[config.mk]
export PLATFORM = sky130hd
export DESIGN_NAME = customInstructionUnit
export DESIGN_NICKNAME = d
export VERILOG_FILES = /design/src/common/ciPkg.sv /design/src/common/ciDecodedIf.sv /design/src/common/ciExecutedIf.sv /design/src/execute/ciExecute.sv /design/src/execute/profileCounters.sv /design/src/verilog/ciDecoder.sv /design/src/verilog/ciResult.sv /design/src/verilog/customInstructionUnit.sv
export SDC_FILE = /design/constraint.sdc
export NUM_CORES = 1
export LEC_CHECK = 0
export BUFFER_PORTS_ARGS = -buffer_cell sky130_fd_sc_hd__buf_4
export CORE_ASPECT_RATIO = 1.75
export CORE_MARGIN = 2
export CORE_UTILIZATION = 63
export DETAILED_ROUTE_END_ITERATION = 8
export HOLD_SLACK_MARGIN = 0.05
export PLACE_DENSITY = 0.82
export SYNTH_ARGS = -nofsm -noshare
export SYNTH_HDL_FRONTEND = slang
export SYNTH_HIERARCHICAL = 1
export SYNTH_SLANG_ARGS = --single-unit
[constraint.sdc]
create_clock -name s_systemClock -period 5.62 [get_ports s_systemClock]
set_input_delay 0.843 -clock s_systemClock [delete_from_list [all_inputs] [get_ports s_systemClock]]
set_output_delay 0.843 -clock s_systemClock [all_outputs]
set_load 0.02 [all_outputs]
[src/common/ciPkg.sv]
package ciPkg;

  typedef logic [31:0] ciWord_t;
  typedef logic [7:0]  ciId_t;

  // red sits in the top bits
  typedef struct packed {
    logic [4:0] red;
    logic [5:0] green;
    logic [4:0] blue;
  } rgb565_t;

  typedef struct packed {
    rgb565_t hi;
    rgb565_t lo;
  } pixelPair_t;

  // one operand word, seen as bytes or as two pixels
  typedef union packed {
    logic [3:0][7:0] bytes;
    pixelPair_t      pixels;
  } ciOperand_u;

  typedef enum logic [2:0] {
    opNone,
    opSwap,
    opGray,
    opGrayQuad,
    opProfile
  } ciOp_e;

  localparam int NUM_COUNTERS = 4;

  // luma weights 77/150/29 over 256
  function automatic logic [7:0] rgbToGray(input rgb565_t pixel);
    logic [15:0] red;
    logic [15:0] green;
    logic [15:0] blue;
    logic [15:0] sum;
    red   = {8'd0, pixel.red, 3'b000};
    green = {8'd0, pixel.green, 2'b00};
    blue  = {8'd0, pixel.blue, 3'b000};
    sum   = 16'd77 * red + 16'd150 * green + 16'd29 * blue;
    return sum[15:8];
  endfunction

endpackage

[src/common/ciDecodedIf.sv]
`timescale 1ns/1ns

interface ciDecodedIf import ciPkg::*; ();

  logic       valid;
  logic       ready;
  ciOp_e      op;
  ciOperand_u operandA;
  ciOperand_u operandB;

  modport source (
    output valid, op, operandA, operandB,
    input  ready
  );

  modport sink (
    input  valid, op, operandA, operandB,
    output ready
  );

endinterface

[src/common/ciExecutedIf.sv]
`timescale 1ns/1ns

interface ciExecutedIf import ciPkg::*; ();

  logic    valid;
  logic    ready;
  ciWord_t result;
  // set for an instruction number nobody claims
  logic    unknownId;

  modport source (
    output valid, result, unknownId,
    input  ready
  );

  modport sink (
    input  valid, result, unknownId,
    output ready
  );

endinterface

[src/execute/ciExecute.sv]
`timescale 1ns/1ns

module ciExecute import ciPkg::*; #(
  parameter int counterWidth = 32
) (
  input  logic        s_systemClock,
  input  logic        s_pllLocked,
  input  logic        stall,
  input  logic        busIdle,
  ciDecodedIf.sink    decoded,
  ciExecutedIf.source executed
);

  logic    validReg;
  logic    unknownReg;
  ciWord_t resultReg;
  ciWord_t resultNext;
  logic    unknownNext;
  ciWord_t counterValue;
  logic    load;
  logic    profileCommand;
  logic    instrDone;

  assign decoded.ready  = ~validReg | executed.ready;
  assign load           = decoded.valid & decoded.ready;
  // counters act on the edge the profile instruction moves on
  assign profileCommand = load & (decoded.op == opProfile);
  assign instrDone      = executed.valid & executed.ready;

  profileCounters #(
    .counterWidth(counterWidth)
  ) counters (
    .s_systemClock(s_systemClock),
    .s_pllLocked  (s_pllLocked),
    .stall        (stall),
    .busIdle      (busIdle),
    .instrDone    (instrDone),
    .command      (profileCommand),
    .select       (decoded.operandA.bytes[0][1:0]),
    .startMask    (decoded.operandB.bytes[0][3:0]),
    .stopMask     (decoded.operandB.bytes[0][7:4]),
    .clearMask    (decoded.operandB.bytes[1][3:0]),
    .value        (counterValue)
  );

  always_comb begin
    resultNext  = '0;
    unknownNext = 1'b0;
    case (decoded.op)
      opSwap: resultNext = {decoded.operandA.bytes[0], decoded.operandA.bytes[1],
                            decoded.operandA.bytes[2], decoded.operandA.bytes[3]};
      opGray: resultNext = {24'd0, rgbToGray(decoded.operandA.pixels.lo)};
      // byte 0 from A.lo up to byte 3 from B.hi
      opGrayQuad: resultNext = {rgbToGray(decoded.operandB.pixels.hi),
                                rgbToGray(decoded.operandB.pixels.lo),
                                rgbToGray(decoded.operandA.pixels.hi),
                                rgbToGray(decoded.operandA.pixels.lo)};
      opProfile: resultNext = counterValue;
      default: unknownNext = 1'b1;
    endcase
  end

  always_ff @(posedge s_systemClock or negedge s_pllLocked) begin
    if (~s_pllLocked) validReg <= 1'b0;
    else validReg <= load | (validReg & ~executed.ready);
  end

  always_ff @(posedge s_systemClock) begin
    if (load) begin
      resultReg  <= resultNext;
      unknownReg <= unknownNext;
    end
  end

  assign executed.valid     = validReg;
  assign executed.result    = resultReg;
  assign executed.unknownId = unknownReg;

endmodule

[src/execute/profileCounters.sv]
`timescale 1ns/1ns

module profileCounters import ciPkg::*; #(
  parameter int counterWidth = 32
) (
  input  logic                            s_systemClock,
  input  logic                            s_pllLocked,
  input  logic                            stall,
  input  logic                            busIdle,
  input  logic                            instrDone,
  input  logic                            command,
  input  logic [$clog2(NUM_COUNTERS)-1:0] select,
  input  logic [NUM_COUNTERS-1:0]         startMask,
  input  logic [NUM_COUNTERS-1:0]         stopMask,
  input  logic [NUM_COUNTERS-1:0]         clearMask,
  output ciWord_t                         value
);

  logic [counterWidth-1:0] counters [NUM_COUNTERS];
  logic [NUM_COUNTERS-1:0] running;
  logic [NUM_COUNTERS-1:0] events;

  // cycles, stall cycles, bus idle cycles, finished instructions
  assign events = {instrDone, busIdle, stall, 1'b1};

  // narrow counters read back zero-extended
  assign value = ciWord_t'(counters[select]);

  always_ff @(posedge s_systemClock or negedge s_pllLocked) begin
    if (~s_pllLocked) begin
      running <= '0;
      for (int i = 0; i < NUM_COUNTERS; i++) begin
        counters[i] <= '0;
      end
    end else begin
      for (int i = 0; i < NUM_COUNTERS; i++) begin
        // clear beats counting
        if (command & clearMask[i]) begin
          counters[i] <= '0;
        end else if (running[i] & events[i]) begin
          counters[i] <= counters[i] + 1'b1;
        end

        // start beats stop
        if (command & startMask[i]) begin
          running[i] <= 1'b1;
        end else if (command & stopMask[i]) begin
          running[i] <= 1'b0;
        end
      end
    end
  end

endmodule

[src/verilog/ciDecoder.sv]
`timescale 1ns/1ns

module ciDecoder import ciPkg::*; #(
  parameter ciId_t swapId     = 8'd1,
  parameter ciId_t grayId     = 8'd12,
  parameter ciId_t grayQuadId = 8'd13,
  parameter ciId_t profileId  = 8'd8
) (
  input  logic          s_systemClock,
  input  logic          s_pllLocked,
  input  logic          reqValid,
  input  ciId_t         ciN,
  input  ciWord_t       ciDataA,
  input  ciWord_t       ciDataB,
  output logic          reqReady,
  ciDecodedIf.source    decoded
);

  logic       validReg;
  logic       resetDone;
  logic       load;
  ciOp_e      opNext;
  ciOp_e      opReg;
  ciOperand_u operandAReg;
  ciOperand_u operandBReg;

  // held low for the reset cycle, then follows occupancy
  assign reqReady = resetDone & (~validReg | decoded.ready);
  assign load     = reqValid & reqReady;

  always_comb begin
    if (ciN == swapId) opNext = opSwap;
    else if (ciN == grayId) opNext = opGray;
    else if (ciN == grayQuadId) opNext = opGrayQuad;
    else if (ciN == profileId) opNext = opProfile;
    else opNext = opNone;
  end

  always_ff @(posedge s_systemClock or negedge s_pllLocked) begin
    if (~s_pllLocked) begin
      resetDone <= 1'b0;
      validReg  <= 1'b0;
    end else begin
      resetDone <= 1'b1;
      validReg  <= load | (validReg & ~decoded.ready);
    end
  end

  always_ff @(posedge s_systemClock) begin
    if (load) begin
      opReg       <= opNext;
      operandAReg <= ciDataA;
      operandBReg <= ciDataB;
    end
  end

  assign decoded.valid    = validReg;
  assign decoded.op       = opReg;
  assign decoded.operandA = operandAReg;
  assign decoded.operandB = operandBReg;

endmodule

[src/verilog/ciResult.sv]
`timescale 1ns/1ns

module ciResult import ciPkg::*; (
  input  logic      s_systemClock,
  input  logic      s_pllLocked,
  input  logic      rspReady,
  ciExecutedIf.sink executed,
  output logic      rspValid,
  output ciWord_t   rspResult,
  output logic      rspUnknownId
);

  logic load;

  // a full register only frees up when the consumer takes it
  assign executed.ready = ~rspValid | rspReady;
  assign load           = executed.valid & executed.ready;

  always_ff @(posedge s_systemClock or negedge s_pllLocked) begin
    if (~s_pllLocked) rspValid <= 1'b0;
    else rspValid <= load | (rspValid & ~rspReady);
  end

  always_ff @(posedge s_systemClock) begin
    if (load) begin
      rspResult    <= executed.result;
      rspUnknownId <= executed.unknownId;
    end
  end

endmodule

[src/verilog/customInstructionUnit.sv]
`timescale 1ns/1ns

module customInstructionUnit import ciPkg::*; #(
  parameter ciId_t swapId       = 8'd1,
  parameter ciId_t grayId       = 8'd12,
  parameter ciId_t grayQuadId   = 8'd13,
  parameter ciId_t profileId    = 8'd8,
  parameter int    counterWidth = 32
) (
  input  logic    s_systemClock,
  input  logic    s_pllLocked,
  input  logic    reqValid,
  input  ciId_t   ciN,
  input  ciWord_t ciDataA,
  input  ciWord_t ciDataB,
  input  logic    stall,
  input  logic    busIdle,
  input  logic    rspReady,
  output logic    reqReady,
  output logic    rspValid,
  output ciWord_t rspResult,
  output logic    rspUnknownId
);

  ciDecodedIf  decodedBus ();
  ciExecutedIf executedBus ();

  ciDecoder #(
    .swapId    (swapId),
    .grayId    (grayId),
    .grayQuadId(grayQuadId),
    .profileId (profileId)
  ) decoder (
    .s_systemClock(s_systemClock),
    .s_pllLocked  (s_pllLocked),
    .reqValid     (reqValid),
    .ciN          (ciN),
    .ciDataA      (ciDataA),
    .ciDataB      (ciDataB),
    .reqReady     (reqReady),
    .decoded      (decodedBus)
  );

  ciExecute #(
    .counterWidth(counterWidth)
  ) execute (
    .s_systemClock(s_systemClock),
    .s_pllLocked  (s_pllLocked),
    .stall        (stall),
    .busIdle      (busIdle),
    .decoded      (decodedBus),
    .executed     (executedBus)
  );

  // output stage, holds the response under back-pressure
  ciResult result (
    .s_systemClock(s_systemClock),
    .s_pllLocked  (s_pllLocked),
    .rspReady     (rspReady),
    .executed     (executedBus),
    .rspValid     (rspValid),
    .rspResult    (rspResult),
    .rspUnknownId (rspUnknownId)
  );

endmodule
==> run summary, run 1 <==
fin util = 70.41%
PD cells = 353.8 mW/mm²
first-pass GRT wire length = 85.06 mm
Final Critical Period = 5439 ps
CTS tree = yes
synthesized area = 0.02135 mm²
Slew @ Worst Pin = 1283 ps
Cell variety after synth = 74
switching share of power = 38.63%
IO Pins = 113
Seq cells post-synth = 269
worst skew pair latency = 570 ps
top cell type's share of synthesized area = 18.76%
Clock Tree Root = clkbuf_16
Syn Inst Count = 1991
CP Class = reg -> reg
Yosys warning count = 6
routed wl met2 = 29.27 mm
crit start category = register
Max Slew Vio Count = 0
sequential share of power = 31.4%
final hold violations = 0
# rows = 89
critical path arrival = 5760 ps
Iter 0 DRT Violations = 1184
Multi-input gate area = 0.01306 mm²
crit-path max cell delay = 540 ps
H-tree depth = 1
nets@finish = 2573
share of layout cells above drive strength 1 = 11.04%
Primary FF master, synth = dfrtp_1
Comb power frac = 44.9%
met3 WL post-DR = 2.740 mm
post-route ant nets = 0
setup ws final = 180.6 ps
DRT met1 WL = 18.72 mm
Max Clock Freq = 183.8 MHz
wire length per cell = 21.13 µm
pre-CTS WS = 250.9 ps
Clk network pwr share = 23.7%
Layout fillers = 2406
max layer used = met4
Most common cell on crit path = ha_1
CP max stage cell = fa_1
Syn Nets = 2473
DRC viols = 0
area of the core = 0.03352 mm²
post-synthesis sequential area ratio = 34.65%
Max FO, Critical Path = 5
Psw = 0.003225 W
Power Internal = 0.005124 W
Worst slew margin = 14.49%
Post-synth EDFFs = 133
Die Span Y = 247.5 µm
max cap viols = 0
CTS Buf Count = 27
final setup violation count = 0
largest area contributor in the netlist = ha_1
crit end category = register
Post-Syn Area per Cell = 10.72 µm²
Leakage = 10.67 nW
register area = 0.007397 mm²
most frequent cell after synthesis = ha_1
Syn-to-layout area delta = 10.55%
Req. time, crit path = 5940 ps
DR vias = 16276
total track usage = 30.71%
clock buffer depth = 3
Setup TNS = 0 ps
grt total ovfl = 0
Synth area leaders = ha_1 19%, edfxtp_1 19%, dfrtp_1 16%, fa_1 7.9%, a21oi_1 3.6%
number of global-route vias before repair = 16756
Final Cycle Share = 96.79%
drt total wl = 54.22 mm
Hold Path Class = in -> async
RePlAce Congestion = 0.9989
cell chain of the critical path = ha_1 -> ha_1 -> fa_1 -> ha_1 -> a21oi_1 -> nor2b_1 -> o21a_1 -> or2_2 -> fa_1 -> inv_1 -> ha_1 -> nand3_1 -> or3_1 -> a21boi_1 -> nor2_1 -> a2bb2oi_1 -> mux2i_1 -> a221o_1
CTS Hold Buffers Added = 0
Die X = 143.1 µm
Setup Skew = 20.20 ps
Worst-path clk slew = 70 ps
initial core utilization = 63.69%
status = finished, final reports clean
clock sinks = 269
Async S/R FF share, synth = 50.56%
DIE AREA = 0.03543 mm²
initial antenna violation count = 0
largest net degree at the start of global routing = 99
Vias/cell = 6.343
PortBufs = 112
VDD IR max = 0.2662 mV
# diodes = 0
Post-synth top cells = 320 x ha_1, 182 x inv_1, 153 x a21oi_1
dpl hpwl = 42.15 mm
drt first pass iters = 6
## state kept, by name, summed over array words and instances, names as in the netlist, 3 cells and up
signal	flops
execute/counters/counters	128
decoder/decoded.operandA	32
decoder/decoded.operandB	32
execute/executed.result	32
result/rspResult	32
execute/counters/running	4
decoder/decoded.op	3
## path summary, 6_finish.rpt
check | slack [ps] | startpoint | cells past startpoint | to
max in group asynchronous | 4100 | s_pllLocked | 2 | decoder/decoded.valid
min in group s_systemClock | 420 | execute/executed.result[17] | 0 | result/rspResult[17]
hold reg to reg | 420 | execute/executed.result[17] | 0 | result/rspResult[17]
hold / removal | 390 | s_pllLocked | 1 | execute/counters/counters[3]
setup / recovery | 180 | decoder/decoded.operandA[24] | 18 | execute/executed.result[13]
setup reg to reg | 180 | decoder/decoded.operandA[24] | 18 | execute/executed.result[13]
## cell usage in the layout, fill, tap and decap left out, types with 19 or more instances in the layout
cell type	n
and4_1	22
nand3_1	58
a21oi_1	153
o31ai_1	49
nand4_1	36
dfrtp_1	136
inv_1	182
a21o_1	22
buf_4	126
fa_1	84
o21ai_0	79
clkbuf_16	27
or3_1	19
nand2_1	101
nor2_1	78
nand2b_1	27
mux4_2	31
a22oi_1	27
xnor2_1	66
or4_1	57
ha_1	320
edfxtp_1	133
xor2_1	75
## metrics by stage
step / instances / power [W] / area [µm²] / hold WS (ps)
finish: 2566 / 0.008349 / 23600 / 389.8
global route: 2566 / 0.008863 / 23600 / 425.1
CTS: 2560 / 0.008284 / 23540 / 421.0
detailed placement: 2511 / 0.006289 / 22600 / 404.5
global placement: 2511 / 0.006078 / 22600 / 402.8
floorplan: 1991 / 0.005299 / 21350 / 400.3
## critical path, delay by kind of cell (launching register included)
kind / cells / cell delay, ps
buffers and inverters: 1 / 40
adders and majority gates: 6 / 2340
DFF: 1 / 490
muxes: 1 / 130
AOI/OAI and AO/OA: 5 / 1170
and+or+nand+nor: 5 / 1030
## power groups by stage
stage / Sequential, W / Clock (W) / Combinational (W)
2_1_floorplan: 0.00256 / 0 / 0.00274
3_3_place_gp: 0.00264 / 0 / 0.00344
3_5_place_dp: 0.00265 / 0 / 0.00364
4_1_cts: 0.00262 / 0.00200 / 0.00367
5_1_grt: 0.00265 / 0.00207 / 0.00414
6_report: 0.00262 / 0.00198 / 0.00374
## layout make-up
cell class                 count  area share (%)
tap                          455           2.412
inverter                     182           2.895
timing repair buffer         127           4.056
sequential                   269           31.35
multi-input combinational   1484           55.32
clock inverter                17           1.029
clock buffer                  32           2.943
## repair_timing
action                     CTS  global route
gates resized for setup      0             3
buffers inserted             0             6
setup endpoints to repair    0             3
## logic make-up after synthesis
kind of cell             Yosys count  share of synthesized area (%)
adder cells (fa/ha/maj)          404                          26.63
AO/OA/AOI/OAI                    393                          11.31
XOR/XNOR                         144                          6.113
flip-flops                       269                          34.65
other                              1                        0.01757
AND/OR/NAND/NOR                  500                          13.09
multiplexers                      42                          3.863
buffers and inverters            238                          4.326
## routing by layer
| layer | GRT usage, % | up-vias |
|---|---|---|
| met5 | 0 | - |
| li1 | - | 7457 |
| met4 | 18.23 | 0 |
| met2 | 57.25 | 620 |
| met3 | 3.994 | 178 |
| met1 | 32.56 | 8021 |
No activity file was read; power rests on OpenSTA's default activity.
==> run 2: changes to the inputs <==
Clock period 5.62 ns to 5.8 ns, I/O delays scaled along.
==> run summary, run 2 (synthesized netlist as in run 1, its figures left out) <==
status = finished, final reports clean
crit end category = register
post-route ant nets = 0 (unchanged)
RSZ-0062 raised after global routing = false
total track usage = 30.18% (-0.53 points)
final hold violations = 0 (unchanged)
Syn-to-layout area delta = 9.830%
sequential share of power = 32.4% (+1.0 points)
Hold Path Class = in -> async
drt total wl = 53.14 mm (-2.0%)
Final Critical Period = 5548 ps (+108.9 ps)
first-pass GRT wire length = 83.37 mm (-2.0%)
initial core utilization = 63.69% (unchanged)
grt total ovfl = 0 (unchanged)
DRC viols = 0 (unchanged)
Worst-path clk slew = 70 ps (about the same)
Vias/cell = 6.355 (+0.19%)
commonest non-fill, non-tap cell in the layout = ha_1
clock buffer depth = 3 (unchanged)
worst skew pair latency = 580 ps (about the same)
Die X = 143.1 µm (unchanged)
Req. time, crit path = 6210 ps (+270 ps)
critical path arrival = 5960 ps (+200 ps)
Final Cell Area = 0.02345 mm² (-0.65%)
Leakage = 10.59 nW (-0.82%)
Die Span Y = 247.5 µm (unchanged)
drt first pass iters = 5 (-1)
Max FO, Critical Path = 6 (+1)
DR vias = 16263 (-0.080%)
Worst slew margin = 15.68% (+1.2 points)
Max Clock Freq = 180.2 MHz (-2.0%)
Clock Tree Root = clkbuf_16
Clk network pwr share = 22.1% (-1.6 points)
PortBufs = 112 (unchanged)
clock sinks = 269 (unchanged)
number of global-route vias before repair = 16532 (-1.3%)
Tot Pwr = 0.007829 W (-6.2%)
Largest register FFs = 128 (unchanged)
H-tree depth = 1 (unchanged)
share of layout cells above drive strength 1 = 10.79% (-0.25 points)
CTS Buf Count = 27 (unchanged)
Most flops, register = execute/counters/counters
Layout fillers = 2427 (+0.87%)
Post-CTS Setup Inserts = 0 (unchanged)
Psw = 0.003085 W (-4.3%)
nets@finish = 2565 (-0.31%)
Setup Skew = 29.66 ps (+9.458 ps)
max cap viols = 0 (unchanged)
Setup TNS = 0 ps (unchanged)
setup ws final = 251.7 ps (+71.10 ps)
fin util = 69.95% (-0.46 points)
area of the core = 0.03352 mm² (unchanged)
IO Pins = 113 (unchanged)
Iter 0 DRT Violations = 1140 (-3.7%)
final setup violation count = 0 (unchanged)
wire length per cell = 20.77 µm (-1.7%)
VDD IR max = 0.2489 mV (-6.5%)
Placed Area = 0.02258 mm² (about the same)
RePlAce Congestion = 0.9341 (-6.5%)
CP Class = reg -> reg
largest net degree at the start of global routing = 86 (-13%)
Power Internal = 0.004743 W (-7.4%)
switching share of power = 39.41% (+0.78 points)
CTS tree = yes
Final Cycle Share = 95.66% (-1.1 points)
Comb power frac = 45.4% (+0.5 points)
initial antenna violation count = 0 (unchanged)
Max Slew Vio Count = 0 (unchanged)
Slew @ Worst Pin = 1265 ps (-17.85 ps)
commonest cells after routing, fill and taps aside = 320 x ha_1, 182 x inv_1, 153 x a21oi_1
DIE AREA = 0.03543 mm² (unchanged)
# diodes = 0 (unchanged)
# rows = 89 (unchanged)
PD cells = 333.9 mW/mm² (-5.6%)
post-cts resize count = 0 (unchanged)
pre-CTS WS = 367.4 ps (+116.6 ps)
crit start category = register
dpl hpwl = 41.71 mm (-1.0%)
CTS Hold Buffers Added = 0 (unchanged)
run 2: stage by stage:
stage | hold slack (ps) | std cells
global placement | 402.8 | 2509
finish | 328.9 | 2559
CTS | 393.2 | 2559
detailed placement | 404.5 | 2509
floorplan | 400.3 | 1991
global route | 420.8 | 2559
run 2: final cells by class:
cell class | instances | area (µm²) | share of cell area, %
Tap cell | 455 | 569.3 | 2.428
Multi-Input combinational cell | 1484 | 13040 | 55.60
Timing Repair Buffer | 119 | 897.1 | 3.826
Sequential cell | 269 | 7397 | 31.55
Clock inverter | 14 | 118.9 | 0.5070
Clock buffer | 36 | 743.2 | 3.170
Inverter | 182 | 683.2 | 2.914
run 2: worst paths after layout:
check | cells past startpoint | slack [ps] | startpoint | end
max | 19 | 250 | decoder/decoded.operandA[2] | execute/executed.result[7]
min | 1 | 330 | s_pllLocked | execute/counters/counters[32]
max reg2reg | 19 | 250 | decoder/decoded.operandA[2] | execute/executed.result[7]
min reg2reg | 0 | 420 | execute/executed.result[5] | result/rspResult[5]
max in group asynchronous | 2 | 4270 | s_pllLocked | execute/counters/counters[26]
min in group s_systemClock | 0 | 420 | execute/executed.result[5] | result/rspResult[5]
run 2: power by group through the flow:
stage	registers (W)	logic, W	clock network [W]
3_5_place_dp	0.00257	0.00349	0
3_3_place_gp	0.00256	0.00333	0
6_report	0.00254	0.00356	0.00173
2_1_floorplan	0.00248	0.00266	0
4_1_cts	0.00253	0.00353	0.00176
5_1_grt	0.00257	0.00394	0.00182
run 2: per-layer routing:
metal | share of wire [%] | track usage (%)
met3 | 5.0 | 3.396
met1 | 35 | 31.97
met5 | 0 | 0
met2 | 53 | 56.59
met4 | 6.6 | 18.11
run 2: critical path, cell delays in order, from the launching register on:
cell      delay, ps
edfxtp_1        540
ha_1            360
ha_1            310
fa_1            540
inv_1            60
fa_1            450
inv_1            70
a21oi_1          60
o21bai_1        190
xnor2_1         150
fa_1            550
inv_1            40
ha_1            340
a21oi_1         190
o21ai_0         110
a41oi_1         470
o221ai_1        310
a21oi_1         240
xnor3_1         230
o21ai_0         160
==> run 3: changes to the inputs <==
Settings changed: CORE_UTILIZATION 63 to 57, PLACE_DENSITY 0.82 to 0.78.
Clock period 5.8 ns to 4.48 ns, I/O delays scaled along.
==> run summary, run 3 (synthesized netlist as in run 1, its figures left out) <==
violated checks = negative setup slack
Worst slew margin = 37.47% (+22 points)
Setup TNS = -4480 ps (-4480 ps)
placed cell count = 2680 (+6.8%)
critical path arrival = 5120 ps (-840 ps)
R2R setup slack = -350 ps (-600 ps)
CP Class = reg -> reg
dpl hpwl = 43.77 mm (+4.9%)
Leakage = 11.68 nW (+10%)
final hold violations = 0 (unchanged)
Most flops, register = execute/counters/counters
Comb power frac = 56.6% (+11 points)
Clock Tree Root = clkbuf_16
CTS Buf Count = 27 (unchanged)
Psw = 0.005110 W (+66%)
commonest non-fill, non-tap cell in the layout = buf_4
drt total wl = 61.04 mm (+15%)
Worst-path clk slew = 70 ps (about the same)
post-route ant nets = 0 (unchanged)
Syn-to-layout area delta = 22.79%
Max Slew Vio Count = 0 (unchanged)
# rows = 93 (+4.5%)
sequential share of power = 25.1% (-7.3 points)
drt first pass iters = 7 (+2)
Max Clock Freq = 207.1 MHz (+15%)
grt total ovfl = 0 (unchanged)
Largest register FFs = 128 (unchanged)
H-tree depth = 1 (unchanged)
worst hold slack = 277.5 ps (-51.41 ps)
Hold Path Class = in -> reg
DR vias = 17465 (+7.4%)
first-pass GRT wire length = 91.95 mm (+10%)
CTS tree = yes
status = finished, violations left
Clk network pwr share = 18.3% (-3.8 points)
DRC viols = 0 (unchanged)
crit start category = register
largest net degree at the start of global routing = 52 (-40%)
share of layout cells above drive strength 1 = 25.75% (+15 points)
max cap viols = 0 (unchanged)
wire length per cell = 22.10 µm (+6.4%)
R2R cell count = 21 (+2)
Req. time, crit path = 4770 ps (-1440 ps)
Placed Area = 0.02394 mm² (+6.0%)
RSZ-0062 raised after global routing = true
Die X = 150.3 µm (+5.0%)
clock buffer depth = 3 (unchanged)
Die Span Y = 260.0 µm (+5.1%)
Iter 0 DRT Violations = 1185 (+3.9%)
initial antenna violation count = 1 (+1)
VDD IR max = 0.3643 mV (+46%)
switching share of power = 39.20% (-0.21 points)
RePlAce Congestion = 0.9500 (+1.7%)
number of global-route vias before repair = 18369 (+11%)
area of the core = 0.03689 mm² (+10%)
Final Cycle Share = 107.8% (+12 points)
final setup violation count = 23 (+23)
Final Cell Area = 0.02621 mm² (+12%)
Hold Path Stages = 1
Max FO, Critical Path = 3 (-3)
PortBufs = 112 (unchanged)
Vias/cell = 6.323 (-0.50%)
crit end category = register
Setup Skew = 12.17 ps (-17.49 ps)
IO Pins = 113 (unchanged)
Slew @ Worst Pin = 929.3 ps (-335.5 ps)
Final Critical Period = 4828 ps (-720.3 ps)
Post-Layout Cell Count = 2762 (+7.9%)
commonest cells after routing, fill and taps aside = 284 x buf_4, 266 x ha_1, 167 x inv_1
setup ws final = -347.9 ps (-599.7 ps)
DIE AREA = 0.03908 mm² (+10%)
Power Internal = 0.007925 W (+67%)
clock sinks = 269 (unchanged)
PD cells = 497.3 mW/mm² (+49%)
# diodes = 0 (unchanged)
initial core utilization = 57.87% (-5.8 points)
Layout fillers = 2411 (-0.66%)
total track usage = 30.07% (-0.11 points)
nets@finish = 2748 (+7.1%)
worst skew pair latency = 570 ps (about the same)
==> run 3: cell count changes in the layout (fill, tap and decap cells not counted), moves of 11 or more <==
cell and delta:
buf_4 +166, ha_4 +49, inv_1 -15, o21ai_1 +11
inv_2 +15, ha_1 -54, a21oi_2 +34, xnor2_1 -16
a21oi_1 -37, o21ai_0 -19, buf_6 +16, xnor2_2 +12
==> run 3: final cells by class <==
cell class              count  area (µm²)  area share (%)
clock buffers              30       686.9           2.621
clock inverters            20       217.7          0.8306
inverters                 182       683.2           2.606
multi-input cells        1484       14300           54.55
flip-flops and latches    269        7397           28.22
well taps                 475       594.3           2.267
repair buffers            302        2333           8.902
==> run 3: power groups by stage <==
stage          Sequential, W  Clock [W]  Combinational [W]
3_3_place_gp         0.00328          0            0.00539
5_1_grt              0.00330    0.00252            0.00790
4_1_cts              0.00326    0.00242            0.00626
3_5_place_dp         0.00330          0            0.00563
2_1_floorplan        0.00321          0            0.00374
6_report             0.00327    0.00238            0.00738
==> run 3: worst max-delay path: stages, from the launching register on <==
cell and delay (ps):
edfxtp_1 510, ha_1 340, ha_2 270, ha_1 300
ha_2 210, inv_1 70, fa_2 370, nor2b_2 150
o21ai_2 90, a21oi_2 230, nand2b_4 170, fa_1 410
inv_2 90, ha_4 210, a21oi_2 170, o21ai_2 90
a41oi_4 250, buf_6 150, buf_6 100, buf_6 90
xor2_1 150, o21ai_1 120
==> run 3: layer usage <==
layer | part of all wire (%) | vias to the layer above | GRT usage, % | wire length [µm]
li1 | - | 7822 | - | -
met1 | 33 | 8589 | 30.42 | 19990
met2 | 54 | 771 | 57.26 | 33000
met3 | 5.2 | 281 | 3.035 | 3149
met4 | 8.0 | 2 | 19.37 | 4881
met5 | 0.021 | - | 0 | 13
==> run 3: timing repair <==
action / CTS / global route
setup endpoints to repair: 22 / 25
hold endpoints to repair: 7 / 0
pin swaps: 85 / 75
buffers inserted: 21 / 11
hold buffers: 1 / 0
gates resized for setup: 87 / 109
==> run 3: worst paths after layout <==
| path | start | endpoint |
|---|---|---|
| worst max-delay path | decoder/decoded.operandA[5] | execute/executed.result[3] |
| worst min-delay path | ciDataB[30] | decoder/decoded.operandB[30] |
| worst max register to register | decoder/decoded.operandA[5] | execute/executed.result[3] |
| worst min register to register | execute/executed.result[9] | result/rspResult[9] |
| max in group asynchronous | s_pllLocked | execute/counters/counters[26] |
| min in group asynchronous | s_pllLocked | execute/counters/counters[33] |
==> run 3: through the flow <==
step,util [%],total power (W),setup slack (ps)
global placement,64.89,0.008676,-210.3
finish,71.06,0.01304,-347.9
CTS,69.13,0.01193,-274.7
floorplan,-,0.006947,-167.0
detailed placement,64.89,0.008932,-335.4
global route,71.06,0.01372,-502.2
